<file path="config.mk">
export PLATFORM = sky130hd
export DESIGN_NAME = rv_exec_top
export DESIGN_NICKNAME = d
export VERILOG_FILES = /design/src/core_pkg.sv /design/src/riscv_isa_pkg.sv /design/src/alu.sv /design/src/apb_exec_port.sv /design/src/decoder.sv /design/src/reg_file.sv /design/src/rv_exec_top.sv
export VERILOG_INCLUDE_DIRS = /design/src /design/src/src
export SDC_FILE = /design/constraint.sdc
export NUM_CORES = 2
export LEC_CHECK = 0
export BUFFER_PORTS_ARGS = -buffer_cell sky130_fd_sc_hd__buf_2
export CORE_MARGIN = 4
export CORE_UTILIZATION = 36
export CTS_CLUSTER_SIZE = 20
export DETAILED_ROUTE_END_ITERATION = 8
export PLACE_DENSITY_LB_ADDON = 0.1
export SLEW_MARGIN = 0
export SYNTH_ARGS = -nofsm -noshare
export SYNTH_HDL_FRONTEND = slang
export SYNTH_HIERARCHICAL = 1
export SYNTH_SLANG_ARGS = --single-unit
</file>
<file path="constraint.sdc">
create_clock -name clk -period 7.45 [get_ports clk]
set_clock_uncertainty 0.1 [all_clocks]
set_input_delay 1.49 -clock clk [delete_from_list [all_inputs] [get_ports clk]]
set_output_delay 1.49 -clock clk [all_outputs]
set_load 0.03 [all_outputs]
</file>
<file path="src/core_macros.svh">
`ifndef CORE_MACROS_SVH
`define CORE_MACROS_SVH

// Datapath sizes.
`define XLEN_W      32
`define NUM_REGS    32
`define REG_ADDR_W  5

// APB address map.
`define APB_ADDR_W     12
`define ADDR_INSTR     12'h000 // Write only.
`define ADDR_STATUS    12'h004 // Read, any write clears.
`define ADDR_REG_BASE  12'h080 // Register xn at base + 4*n.

`endif

</file>
<file path="src/core_pkg.sv">
`default_nettype none

`include "core_macros.svh"

package core_pkg;

   typedef enum logic [3:0] {
      ADD,
      SUB,
      SLL,
      SLT,
      SLTU,
      XOR,
      SRL,
      SRA,
      OR,
      AND,
      PASS_B // LUI.
   } alu_op_e;

   typedef struct packed {
      logic [`REG_ADDR_W-1:0] rs1;
      logic [`REG_ADDR_W-1:0] rs2;
      logic [`REG_ADDR_W-1:0] rd;
      alu_op_e                alu_op;
      logic                   use_imm;
      logic [`XLEN_W-1:0]     imm;
      logic                   we;
      logic                   illegal;
   } decoded_t;

   typedef struct packed {
      logic                   we;
      logic [`REG_ADDR_W-1:0] addr;
      logic [`XLEN_W-1:0]     data;
   } wb_t;

   typedef struct packed {
      logic                   psel;
      logic                   penable;
      logic                   pwrite;
      logic [`APB_ADDR_W-1:0] paddr;
      logic [`XLEN_W-1:0]     pwdata;
   } apb_req_t;

   typedef struct packed {
      logic        illegal_seen;  // Sticky.
      logic [14:0] reserved;
      logic [15:0] retired_count; // Wraps.
   } status_t;

endpackage

`default_nettype wire

</file>
<file path="src/riscv_isa_pkg.sv">
`default_nettype none

package riscv_isa_pkg;

   typedef enum logic [6:0] {
      I_OP    = 7'b0010011,
      RR_OP   = 7'b0110011,
      LUI_OP  = 7'b0110111,
      AUI_OP  = 7'b0010111,
      L_OP    = 7'b0000011,
      S_OP    = 7'b0100011,
      B_OP    = 7'b1100011,
      JAL_OP  = 7'b1101111,
      JALR_OP = 7'b1100111,
      E_OP    = 7'b1110011
   } opcode_e;

   // Shared by OP-IMM and OP.
   typedef enum logic [2:0] {
      ADD_F3  = 3'b000,
      SLL_F3  = 3'b001,
      SLT_F3  = 3'b010,
      SLTU_F3 = 3'b011,
      XOR_F3  = 3'b100,
      SR_F3   = 3'b101,
      OR_F3   = 3'b110,
      AND_F3  = 3'b111
   } funct3_e;

   typedef enum logic [6:0] {
      BASE = 7'b0000000,
      ALT  = 7'b0100000 // SUB, SRA, SRAI.
   } funct7_e;

   typedef struct packed {
      logic [11:0] imm;
      logic [4:0]  rs1;
      funct3_e     funct3;
      logic [4:0]  rd;
      opcode_e     opcode;
   } itype_t;

   typedef struct packed {
      funct7_e    funct7;
      logic [4:0] rs2;
      logic [4:0] rs1;
      funct3_e    funct3;
      logic [4:0] rd;
      opcode_e    opcode;
   } rtype_t;

   typedef struct packed {
      logic [19:0] imm;
      logic [4:0]  rd;
      opcode_e     opcode;
   } utype_t;

   typedef union packed {
      logic [31:0] raw;
      itype_t      itype;
      rtype_t      rtype;
      utype_t      utype;
   } instruction_t;

   // ABI names, in register number order.
   typedef enum logic [4:0] {
      zero, ra, sp, gp, tp,
      t0, t1, t2,
      s0, s1,
      a0, a1, a2, a3, a4, a5, a6, a7,
      s2, s3, s4, s5, s6, s7, s8, s9, s10, s11,
      t3, t4, t5, t6
   } reg_name_e;

endpackage

`default_nettype wire

</file>
<file path="src/alu.sv">
`default_nettype none

`include "core_macros.svh"

module alu
   import core_pkg::*;
(
   input  alu_op_e            op_i,
   input  logic [`XLEN_W-1:0] a_i,
   input  logic [`XLEN_W-1:0] b_i,
   output logic [`XLEN_W-1:0] result_o
);

   logic [4:0] shamt;
   logic       lt_signed;
   logic       lt_unsigned;

   assign shamt       = b_i[4:0]; // RV32I uses the low five bits.
   assign lt_signed   = $signed(a_i) < $signed(b_i);
   assign lt_unsigned = a_i < b_i;

   always_comb begin
      case (op_i)
         ADD:     result_o = a_i + b_i;
         SUB:     result_o = a_i - b_i;
         SLL:     result_o = a_i << shamt;
         SLT:     result_o = {{(`XLEN_W-1){1'b0}}, lt_signed};
         SLTU:    result_o = {{(`XLEN_W-1){1'b0}}, lt_unsigned};
         XOR:     result_o = a_i ^ b_i;
         SRL:     result_o = a_i >> shamt;
         SRA:     result_o = $unsigned($signed(a_i) >>> shamt);
         OR:      result_o = a_i | b_i;
         AND:     result_o = a_i & b_i;
         PASS_B:  result_o = b_i;
         default: result_o = '0;
      endcase
   end

endmodule

`default_nettype wire

</file>
<file path="src/apb_exec_port.sv">
`default_nettype none

`include "core_macros.svh"

module apb_exec_port
   import core_pkg::*;
(
   input  logic                   clk,
   input  logic                   reset_i,
   input  apb_req_t               apb_req_i,
   output logic [`XLEN_W-1:0]     prdata_o,
   output logic                   pready_o,
   output logic                   pslverr_o,
   output logic [`XLEN_W-1:0]     instr_o,
   output logic                   issue_o,
   input  logic                   illegal_i,
   output logic [`REG_ADDR_W-1:0] host_raddr_o,
   input  logic [`XLEN_W-1:0]     host_rdata_i
);

   localparam logic [`APB_ADDR_W-1:0] reg_top =
      `APB_ADDR_W'(`ADDR_REG_BASE + 4 * `NUM_REGS);

   logic               access;
   logic               wr_en;
   logic               sel_instr;
   logic               sel_status;
   logic               sel_reg;
   logic [`XLEN_W-1:0] instr_q;
   logic               issue_q;
   status_t            status_q;

   assign access     = apb_req_i.psel && apb_req_i.penable;
   assign wr_en      = access && apb_req_i.pwrite; // Commits at the end of the access cycle.
   assign sel_instr  = (apb_req_i.paddr == `ADDR_INSTR);
   assign sel_status = (apb_req_i.paddr == `ADDR_STATUS);
   assign sel_reg    = (apb_req_i.paddr >= `ADDR_REG_BASE) && (apb_req_i.paddr < reg_top) &&
                       (apb_req_i.paddr[1:0] == 2'b00);

   assign host_raddr_o = apb_req_i.paddr[`REG_ADDR_W+1:2];

   always_ff @(posedge clk) begin
      if (wr_en && sel_instr) begin
         instr_q <= apb_req_i.pwdata;
      end
   end

   always_ff @(posedge clk) begin
      if (reset_i) begin
         issue_q  <= 1'b0;
         status_q <= '0;
      end else begin
         issue_q <= wr_en && sel_instr;
         if (wr_en && sel_status) begin
            status_q <= '0;
         end else if (issue_q) begin // Decode result is valid one cycle after the write.
            if (illegal_i) begin
               status_q.illegal_seen <= 1'b1;
            end else begin
               status_q.retired_count <= status_q.retired_count + 1'b1;
            end
         end
      end
   end

   always_comb begin
      prdata_o = '0;
      if (apb_req_i.psel && !apb_req_i.pwrite) begin
         if (sel_status) begin
            prdata_o = status_q;
         end else if (sel_reg) begin
            prdata_o = host_rdata_i;
         end
      end
   end

   // Register window is read only.
   assign pslverr_o = access && ((sel_reg && apb_req_i.pwrite) ||
                                 !(sel_instr || sel_status || sel_reg));
   assign pready_o  = 1'b1;
   assign instr_o   = instr_q;
   assign issue_o   = issue_q;

endmodule

`default_nettype wire

</file>
<file path="src/decoder.sv">
`default_nettype none

`include "core_macros.svh"

module decoder
   import riscv_isa_pkg::*;
   import core_pkg::*;
(
   input  instruction_t instr_i,
   output decoded_t     dec_o
);

   // Operation for funct3 with funct7 at its base value.
   function automatic alu_op_e base_op(input funct3_e f3);
      alu_op_e op;
      case (f3)
         ADD_F3:  op = ADD;
         SLL_F3:  op = SLL;
         SLT_F3:  op = SLT;
         SLTU_F3: op = SLTU;
         XOR_F3:  op = XOR;
         SR_F3:   op = SRL;
         OR_F3:   op = OR;
         AND_F3:  op = AND;
         default: op = ADD;
      endcase
      return op;
   endfunction

   always_comb begin
      dec_o        = '0;
      dec_o.rs1    = instr_i.rtype.rs1;
      dec_o.rs2    = instr_i.rtype.rs2;
      dec_o.rd     = instr_i.rtype.rd;
      dec_o.alu_op = base_op(instr_i.rtype.funct3);
      dec_o.imm    = {{(`XLEN_W-12){instr_i.itype.imm[11]}}, instr_i.itype.imm};

      case (instr_i.itype.opcode)
         I_OP: begin
            dec_o.use_imm = 1'b1;
            dec_o.we      = 1'b1;
            // Only shifts carry funct7 in the immediate.
            if (instr_i.itype.funct3 == SR_F3 && instr_i.rtype.funct7 == ALT) begin
               dec_o.alu_op = SRA;
            end else if (instr_i.itype.funct3 == SLL_F3 || instr_i.itype.funct3 == SR_F3) begin
               dec_o.illegal = (instr_i.rtype.funct7 != BASE);
            end
         end

         RR_OP: begin
            dec_o.we = 1'b1;
            if (instr_i.rtype.funct7 == ALT) begin
               case (instr_i.rtype.funct3)
                  ADD_F3:  dec_o.alu_op = SUB;
                  SR_F3:   dec_o.alu_op = SRA;
                  default: dec_o.illegal = 1'b1;
               endcase
            end else if (instr_i.rtype.funct7 != BASE) begin
               dec_o.illegal = 1'b1;
            end
         end

         LUI_OP: begin
            dec_o.use_imm = 1'b1;
            dec_o.we      = 1'b1;
            dec_o.alu_op  = PASS_B;
            dec_o.imm     = {instr_i.utype.imm, 12'b0};
         end

         // No memory, PC or system state behind these.
         AUI_OP, L_OP, S_OP, B_OP, JAL_OP, JALR_OP, E_OP: begin
            dec_o.illegal = 1'b1;
         end

         default: dec_o.illegal = 1'b1;
      endcase

      if (dec_o.illegal) begin
         dec_o.we = 1'b0;
      end
   end

endmodule

`default_nettype wire

</file>
<file path="src/reg_file.sv">
`default_nettype none

`include "core_macros.svh"

module reg_file
   import core_pkg::*;
(
   input  logic                   clk,
   input  logic                   reset_i,
   input  logic [`REG_ADDR_W-1:0] rs1_addr_i,
   input  logic [`REG_ADDR_W-1:0] rs2_addr_i,
   input  logic [`REG_ADDR_W-1:0] host_raddr_i,
   input  wb_t                    wb_i,
   output logic [`XLEN_W-1:0]     rs1_data_o,
   output logic [`XLEN_W-1:0]     rs2_data_o,
   output logic [`XLEN_W-1:0]     host_rdata_o
);

   logic [`XLEN_W-1:0] regs [`NUM_REGS];

   always_ff @(posedge clk) begin
      if (reset_i) begin
         for (int i = 0; i < `NUM_REGS; i++) begin
            regs[i] <= '0;
         end
      end else if (wb_i.we && wb_i.addr != '0) begin
         regs[wb_i.addr] <= wb_i.data;
      end
   end

   // x0 reads zero regardless of the array contents.
   assign rs1_data_o   = (rs1_addr_i == '0) ? '0 : regs[rs1_addr_i];
   assign rs2_data_o   = (rs2_addr_i == '0) ? '0 : regs[rs2_addr_i];
   assign host_rdata_o = (host_raddr_i == '0) ? '0 : regs[host_raddr_i];

endmodule

`default_nettype wire

</file>
<file path="src/rv_exec_top.sv">
`default_nettype none

`include "core_macros.svh"

module rv_exec_top
   import core_pkg::*;
(
   input  logic               clk,
   input  logic               reset_i,
   input  apb_req_t           apb_req_i,
   output logic [`XLEN_W-1:0] prdata_o,
   output logic               pready_o,
   output logic               pslverr_o
);

   logic [`XLEN_W-1:0]     instr;
   logic                   issue;
   decoded_t               dec;
   logic [`REG_ADDR_W-1:0] host_raddr;
   logic [`XLEN_W-1:0]     host_rdata;
   logic [`XLEN_W-1:0]     rs1_data;
   logic [`XLEN_W-1:0]     rs2_data;
   logic [`XLEN_W-1:0]     alu_b;
   logic [`XLEN_W-1:0]     alu_result;
   wb_t                    wb;

   apb_exec_port apb_exec_port_i (
      .clk          (clk),
      .reset_i      (reset_i),
      .apb_req_i    (apb_req_i),
      .prdata_o     (prdata_o),
      .pready_o     (pready_o),
      .pslverr_o    (pslverr_o),
      .instr_o      (instr),
      .issue_o      (issue),
      .illegal_i    (dec.illegal),
      .host_raddr_o (host_raddr),
      .host_rdata_i (host_rdata)
   );

   decoder decoder_i (
      .instr_i (instr),
      .dec_o   (dec)
   );

   reg_file reg_file_i (
      .clk          (clk),
      .reset_i      (reset_i),
      .rs1_addr_i   (dec.rs1),
      .rs2_addr_i   (dec.rs2),
      .host_raddr_i (host_raddr),
      .wb_i         (wb),
      .rs1_data_o   (rs1_data),
      .rs2_data_o   (rs2_data),
      .host_rdata_o (host_rdata)
   );

   assign alu_b = dec.use_imm ? dec.imm : rs2_data;

   alu alu_i (
      .op_i     (dec.alu_op),
      .a_i      (rs1_data),
      .b_i      (alu_b),
      .result_o (alu_result)
   );

   assign wb.we   = issue && dec.we && !dec.illegal; // Written in the cycle after issue.
   assign wb.addr = dec.rd;
   assign wb.data = alu_result;

endmodule

`default_nettype wire

</file>
# After elaboration in Yosys (flattened, before gate mapping)
# Memories as Yosys holds them, arrays and structs flattened. A register that Yosys moved wholly into a read port is not among the register bits.
# Index checks and enable logic that the tools add are counted.
dict set report op_classes {
  addsub 3
  multipliers 0
  div_mod_pow 0
  magnitude_cmp 4
  n_eq_ne 17
  n_shift 3
  n_mux 33
  n_bitwise 4
  reduce_logical 36
}
# cell count
set op_table {}
lappend op_table {{$pmux 32 s11} 1}
lappend op_table {{$mux 32} 8}
lappend op_table {{$lt 32x32->1} 2}
lappend op_table {{$add 32x32->32} 1}
lappend op_table {{$and 32x32->32} 1}
lappend op_table {{$or 32x32->32} 1}
lappend op_table {{$reduce_or 32->1} 1}
lappend op_table {{$shl 32x5->32} 1}
lappend op_table {{$shr 32x5->32} 1}
lappend op_table {{$sshr 32x5->32} 1}
lappend op_table {{$sub 32x32->32} 1}
lappend op_table {{$xor 32x32->32} 1}
lappend op_table {{$mux 31} 1}
lappend op_table {{$eq 7x6->1 const B} 3}
lappend op_table {{$add 16x1->16 const B} 1}
lappend op_table {{$eq 4x3->1 const B} 4}
lappend op_table {{$logic_not 5->1} 3}
lappend op_table {{$mux 5} 3}
lappend op_table {{$mux 1} 14}
lappend op_table {{$logic_and 1x1->1} 13}
lappend op_table {{$eq 12x3->1 const B} 1}
lappend op_table {{$eq 4x4->1 const B} 3}
lappend op_table {{$ge 12x8->1 const B} 1}
lappend op_table {{$logic_not 12->1} 1}
lappend op_table {{22 further kinds} 32}
dict set report word_totals {
  regBits 50
  latch_bits 0
  mem_bits_rw 1024
  rom_bits 32
  inputBits 49
  output_inout_bits 34
  wordCells 106
  mem_count 2
}
# memory depth word_bits rd rd_ports_with_merged_regs wr line
set memory_table {}
lappend memory_table {reg_file_i.regs 32 32 3 2 32 reg_file.sv:19} ;# logic [`XLEN_W-1:0] regs [`NUM_REGS];
lappend memory_table {{(no name shown)} 8 4 1 1 0 decoder.sv:16} ;# case (f3)

# Depth between registers and ports, before layout
dict set report depth {
  ltp_word 14
  depth_mapped 28
}

# Hierarchy
# Netlist, hierarchy kept.
# module n_inst cells_per_inst area_per_inst_um2 seq_area_each_um2
set modules_own_cells {}
lappend modules_own_cells {reg_file 1 4255 62645.1 30749.5}
lappend modules_own_cells {alu 1 1277 8874.8 0.0}
lappend modules_own_cells {apb_exec_port 1 178 2163.3 1321.3}
lappend modules_own_cells {decoder 1 94 700.7 0.0}
lappend modules_own_cells {rv_exec_top 1 37 553.0 0.0}

# Least setup slack after synthesis
# Ideal clock, no wire load.
dict set report synth_timing {
  path_type {register -> register}
  from {reg apb_exec_port_i.instr_q[21], in the netlist apb_exec_port_i/instr_o[21]}
  to {mem reg_file_i/regs[10][29] in the netlist's numbering, data pin}
  setup_ps 255
  arrival_ps 6062
  path_slack_ps 1033
  path_stages_with_launch 27
  synth_period_minus_slack_ps 6417
  cell_sequence {edfxtp_1 buf_4 clkbuf_2 buf_6 buf_6 mux4_2 mux4_2 o22ai_1 nor3_1 mux2_4 inv_1 clkbuf_1 buf_2 buf_2 buf_2 ha_1 o21ai_0 o21ai_1 a211oi_1 nor2_1 a311o_1 a41oi_1 nor2_1 a2111oi_0 nor2_1 clkbuf_1 and2_1}
}
# item line
set synth_lines {}
lappend synth_lines {{start: declaration} apb_exec_port.sv:29} ;# logic [`XLEN_W-1:0] instr_q;
lappend synth_lines {{start signal: assignment} apb_exec_port.sv:44} ;# instr_q <= apb_req_i.pwdata;
lappend synth_lines {{end: declaration} reg_file.sv:19}

==> flow_summary.yaml <==
logic_synthesis:
  synthMuxAreaShare_pct: 27.8
  synth_edf_count: 1056
  ys.flop_type: "edfxtp_1"
  async_flop_share_pct: 0
  seq_area_frac_synth_pct: 42.8
  yosys.area_share.simple_pct: 13.7
  syn_inst: 5841
  syn_area_um2: 74900
  synth_top_family_by_area: "multiplexers"
  ys_ff_latch: 1074
  yosysWarningCount: 6
  synth_fa_ha_area_share_pct: 1.82
  synthXorXnorAreaFrac_pct: 0.199
  avgSynthCellArea_um2: 12.8
  ys_types: 110
  synth_compound_area_share_pct: 9.08
sta:
  rsz0062_at_grt: "false"
  finalCritPeriodShare_pct: 96.3
  finalSetupViolCount: 0
  tns_ns: 0
  tightestPinTransition_ns: 1.32
  holdWs_ns: 0.400
  finalMaxSlewViolations: 0
  finalHoldViolations: 0
  period_needed_ns: 7.18
  max_slew_margin_pct: 11.2
  fmax_mhz: 139
drt:
  drt-wirelength-per-cell_um: 38.2
  first_pass_iters: 6
  wl_met2_um: 154000
  top_layer_used: "met5"
  wl_um: 336000
  wl_met1_um: 136000
  dr_total_vias: 56800
  remaining_drc_errors: 0
  vias_per_cell: 6.47
  ant_nets: 0
  drt_iter0_drc: 8027
  met3_length_um: 32500
setup_path:
  r2r_slack_ns: 0.27
  arrival_ns: 7.62
  worstSetupPathType: "flop to flop"
  critPathBufInv: 2
  cp_common_cell: "nor3_1"
  r2r_cells: 17
  cp-start-kind: "flop"
  path_depth: 17
  cp_data_required_time_ns: 7.90
  crit_chain: "or2_2, o22ai_1, nor3_1, inv_1, ha_1, fa_1, o21bai_1, o211ai_1, a21oi_1, nor3_2, o21ai_1, a31oi_1, o21ba_2, nor3_1, o41ai_2, buf_4, and2_1"
  critPathSlowestCell: "nor3_1"
  path_max_fanout: 31
  cpPeakStageDelay_ns: 0.93
  critPathTopFamily: "simple AND/OR/NAND/NOR gates"
  endpoint_kind: "flop"
run:
  cap_viol_max_count: 0
pwr:
  vdd_drop_max_uv: 235
  p_leak_nw: 31.0
  powerDensity_nw_per_um2: 179
  seq_power_share_pct: 46.0
  clkPwrFrac_pct: 44.2
  p_int_w: 0.0112
  power_switching_share_pct: 25.8
  power_switching_w: 0.00392
  combPwrFrac_pct: 9.8
floorplan:
  die_y_um: 464
  core_area_um2: 207000
  dieWidth_um: 464
  pin_count: 83
  die-area_um2: 216000
  rows: 167
  start_util_pct: 36.2
grt:
  grt_pass1_wl_um: 461000
  first_global_vias: 55200
  grt_max_degree: 76
  grt.total_usage_pct: 30.4
  grt_antenna_before_repair: 28
  grt_overflow: 0
cts:
  cts_hold_buf: 0
  cts_buffers: 137
  clkSlewWorstSetupHoldPaths_ns: 0.06
  clockBufferDepth: 3
  htreeDepth: 4
  worstSkewPairLatency_ns: 0.83
  postCtsSetupRepairBufs: 0
  postCtsResizedCells: 0
  cts.sinks: 1074
  cts_tree: "done"
  cts_root_buffer: "clkbuf_16"
layout:
  final_cell_area_um2: 84600
  area_delta_synth_final_pct: 12.9
  layout_common_cells: "1056 x edfxtp_1, 1031 x and2_1, 704 x mux4_2"
  final_common_cell: "edfxtp_1"
  fillers: 19100
  fin_cells: 8779
  fin_nets: 6030
  drive_gt1_share_pct: 27.8
status:
  status: "finished clean"
placed_design:
  numPortBuffers: 81
  place_area_um2: 80200
  dp.cells: 8522
  gp_congestion: 0.983
  dp_hpwl_um: 223000
worst_hold_path:
  hold_class: "flop to flop"
  whs_path_depth: 2
-- cell families after synthesis --
group,count (synthesis)
XOR/XNOR,17
other,2
AO/OA/AOI/OAI,952
AND/OR/NAND/NOR,1791
multiplexers,1166
flip-flops,1074
adder cells (fa/ha/maj),108
buffers and inverters,731
-- per-layer routing --
| metal | vias to the layer above | track usage, % |
|---|---|---|
| met5 | - | 0 |
| met4 | 10 | 10.6 |
| met3 | 600 | 6.98 |
| met2 | 3357 | 48.1 |
| met1 | 29900 | 41.0 |
| li1 | 22900 | - |
-- synth_stat cells, drive strengths merged (43+ instances only) --
cell type / instances / area share (%)
a211oi: 71 / 0.72
a21o: 44 / 0.44
a21oi: 136 / 0.91
a22o: 67 / 0.78
a22oi: 113 / 1.1
and2: 1035 / 8.6
buf: 238 / 2.1
clkbuf: 391 / 2.0
edfxtp: 1056 / 42
ha: 106 / 1.8
inv: 100 / 0.50
mux2: 110 / 1.8
mux2i: 345 / 4.6
mux4: 711 / 21
nand2: 144 / 0.73
nor2: 230 / 1.2
nor2b: 56 / 0.47
nor3: 101 / 0.69
nor4: 43 / 0.38
o21ai: 115 / 0.77
o22ai: 107 / 0.89
-- sequential cells by signal (all words and copies together) (netlist names) --
signal and cells:
apb_exec_port_i/status_q 17, apb_exec_port_i/instr_o 32, reg_file_i/regs 1024, apb_exec_port_i/issue_o 1
-- worst reg2reg max path, stage by stage, from the launching register on --
cell and delay [ns]:
edfxtp_1 0.84, or2_2 0.64, o22ai_1 0.28, nor3_1 0.93
inv_1 0.20, ha_1 0.30, fa_1 0.43, o21bai_1 0.30
o211ai_1 0.21, a21oi_1 0.37, nor3_2 0.16, o21ai_1 0.47
a31oi_1 0.22, o21ba_2 0.27, nor3_1 0.51, o41ai_2 0.20
buf_4 0.26, and2_1 0.22
-- area by class of cell --
type	count	area, µm²	share of cell area, %
multi-input cells	4067	40200	47.5
clock inverters	75	783	0.925
diodes	13	32.5	0.0384
well taps	2788	3490	4.12
inverters	102	383	0.452
clock buffers	169	3630	4.29
flip-flops and latches	1074	32100	37.9
repair buffers	491	4070	4.81
-- power by group through the flow --
stage	Combinational, W	Sequential, W	Clock (W)
detailed placement	0.00146	0.00709	0
CTS	0.00146	0.00696	0.00680
floorplan	0.000816	0.00702	0
global placement	0.00146	0.00709	0
global route	0.00153	0.00699	0.00703
finish	0.00149	0.00697	0.00670
-- worst paths after layout --
| kind | from | to |
|---|---|---|
| max reg2reg | apb_exec_port_i/instr_o[19]$_DFFE_PP_ | reg_file_i/regs[29][0]$_SDFFCE_PN0P_ |
| min | apb_exec_port_i/status_q[31]$_SDFFE_PP0P_ | apb_exec_port_i/status_q[31]$_SDFFE_PP0P_ |
| max | apb_exec_port_i/instr_o[19]$_DFFE_PP_ | reg_file_i/regs[29][0]$_SDFFCE_PN0P_ |
| min reg2reg | apb_exec_port_i/status_q[31]$_SDFFE_PP0P_ | apb_exec_port_i/status_q[31]$_SDFFE_PP0P_ |
-- stage by stage --
stage / power [W] / worst slack (ns) / utilization, %
after floorplan: 0.00784 / 1.03 / -
after global placement: 0.00855 / 0.442 / 38.7
after detailed placement: 0.00855 / 0.524 / 38.7
after CTS: 0.0152 / 0.490 / 40.9
after global routing: 0.0156 / 0.150 / 40.9
final: 0.0152 / 0.274 / 40.9
Note: power is estimated with default switching activity, not from simulation.
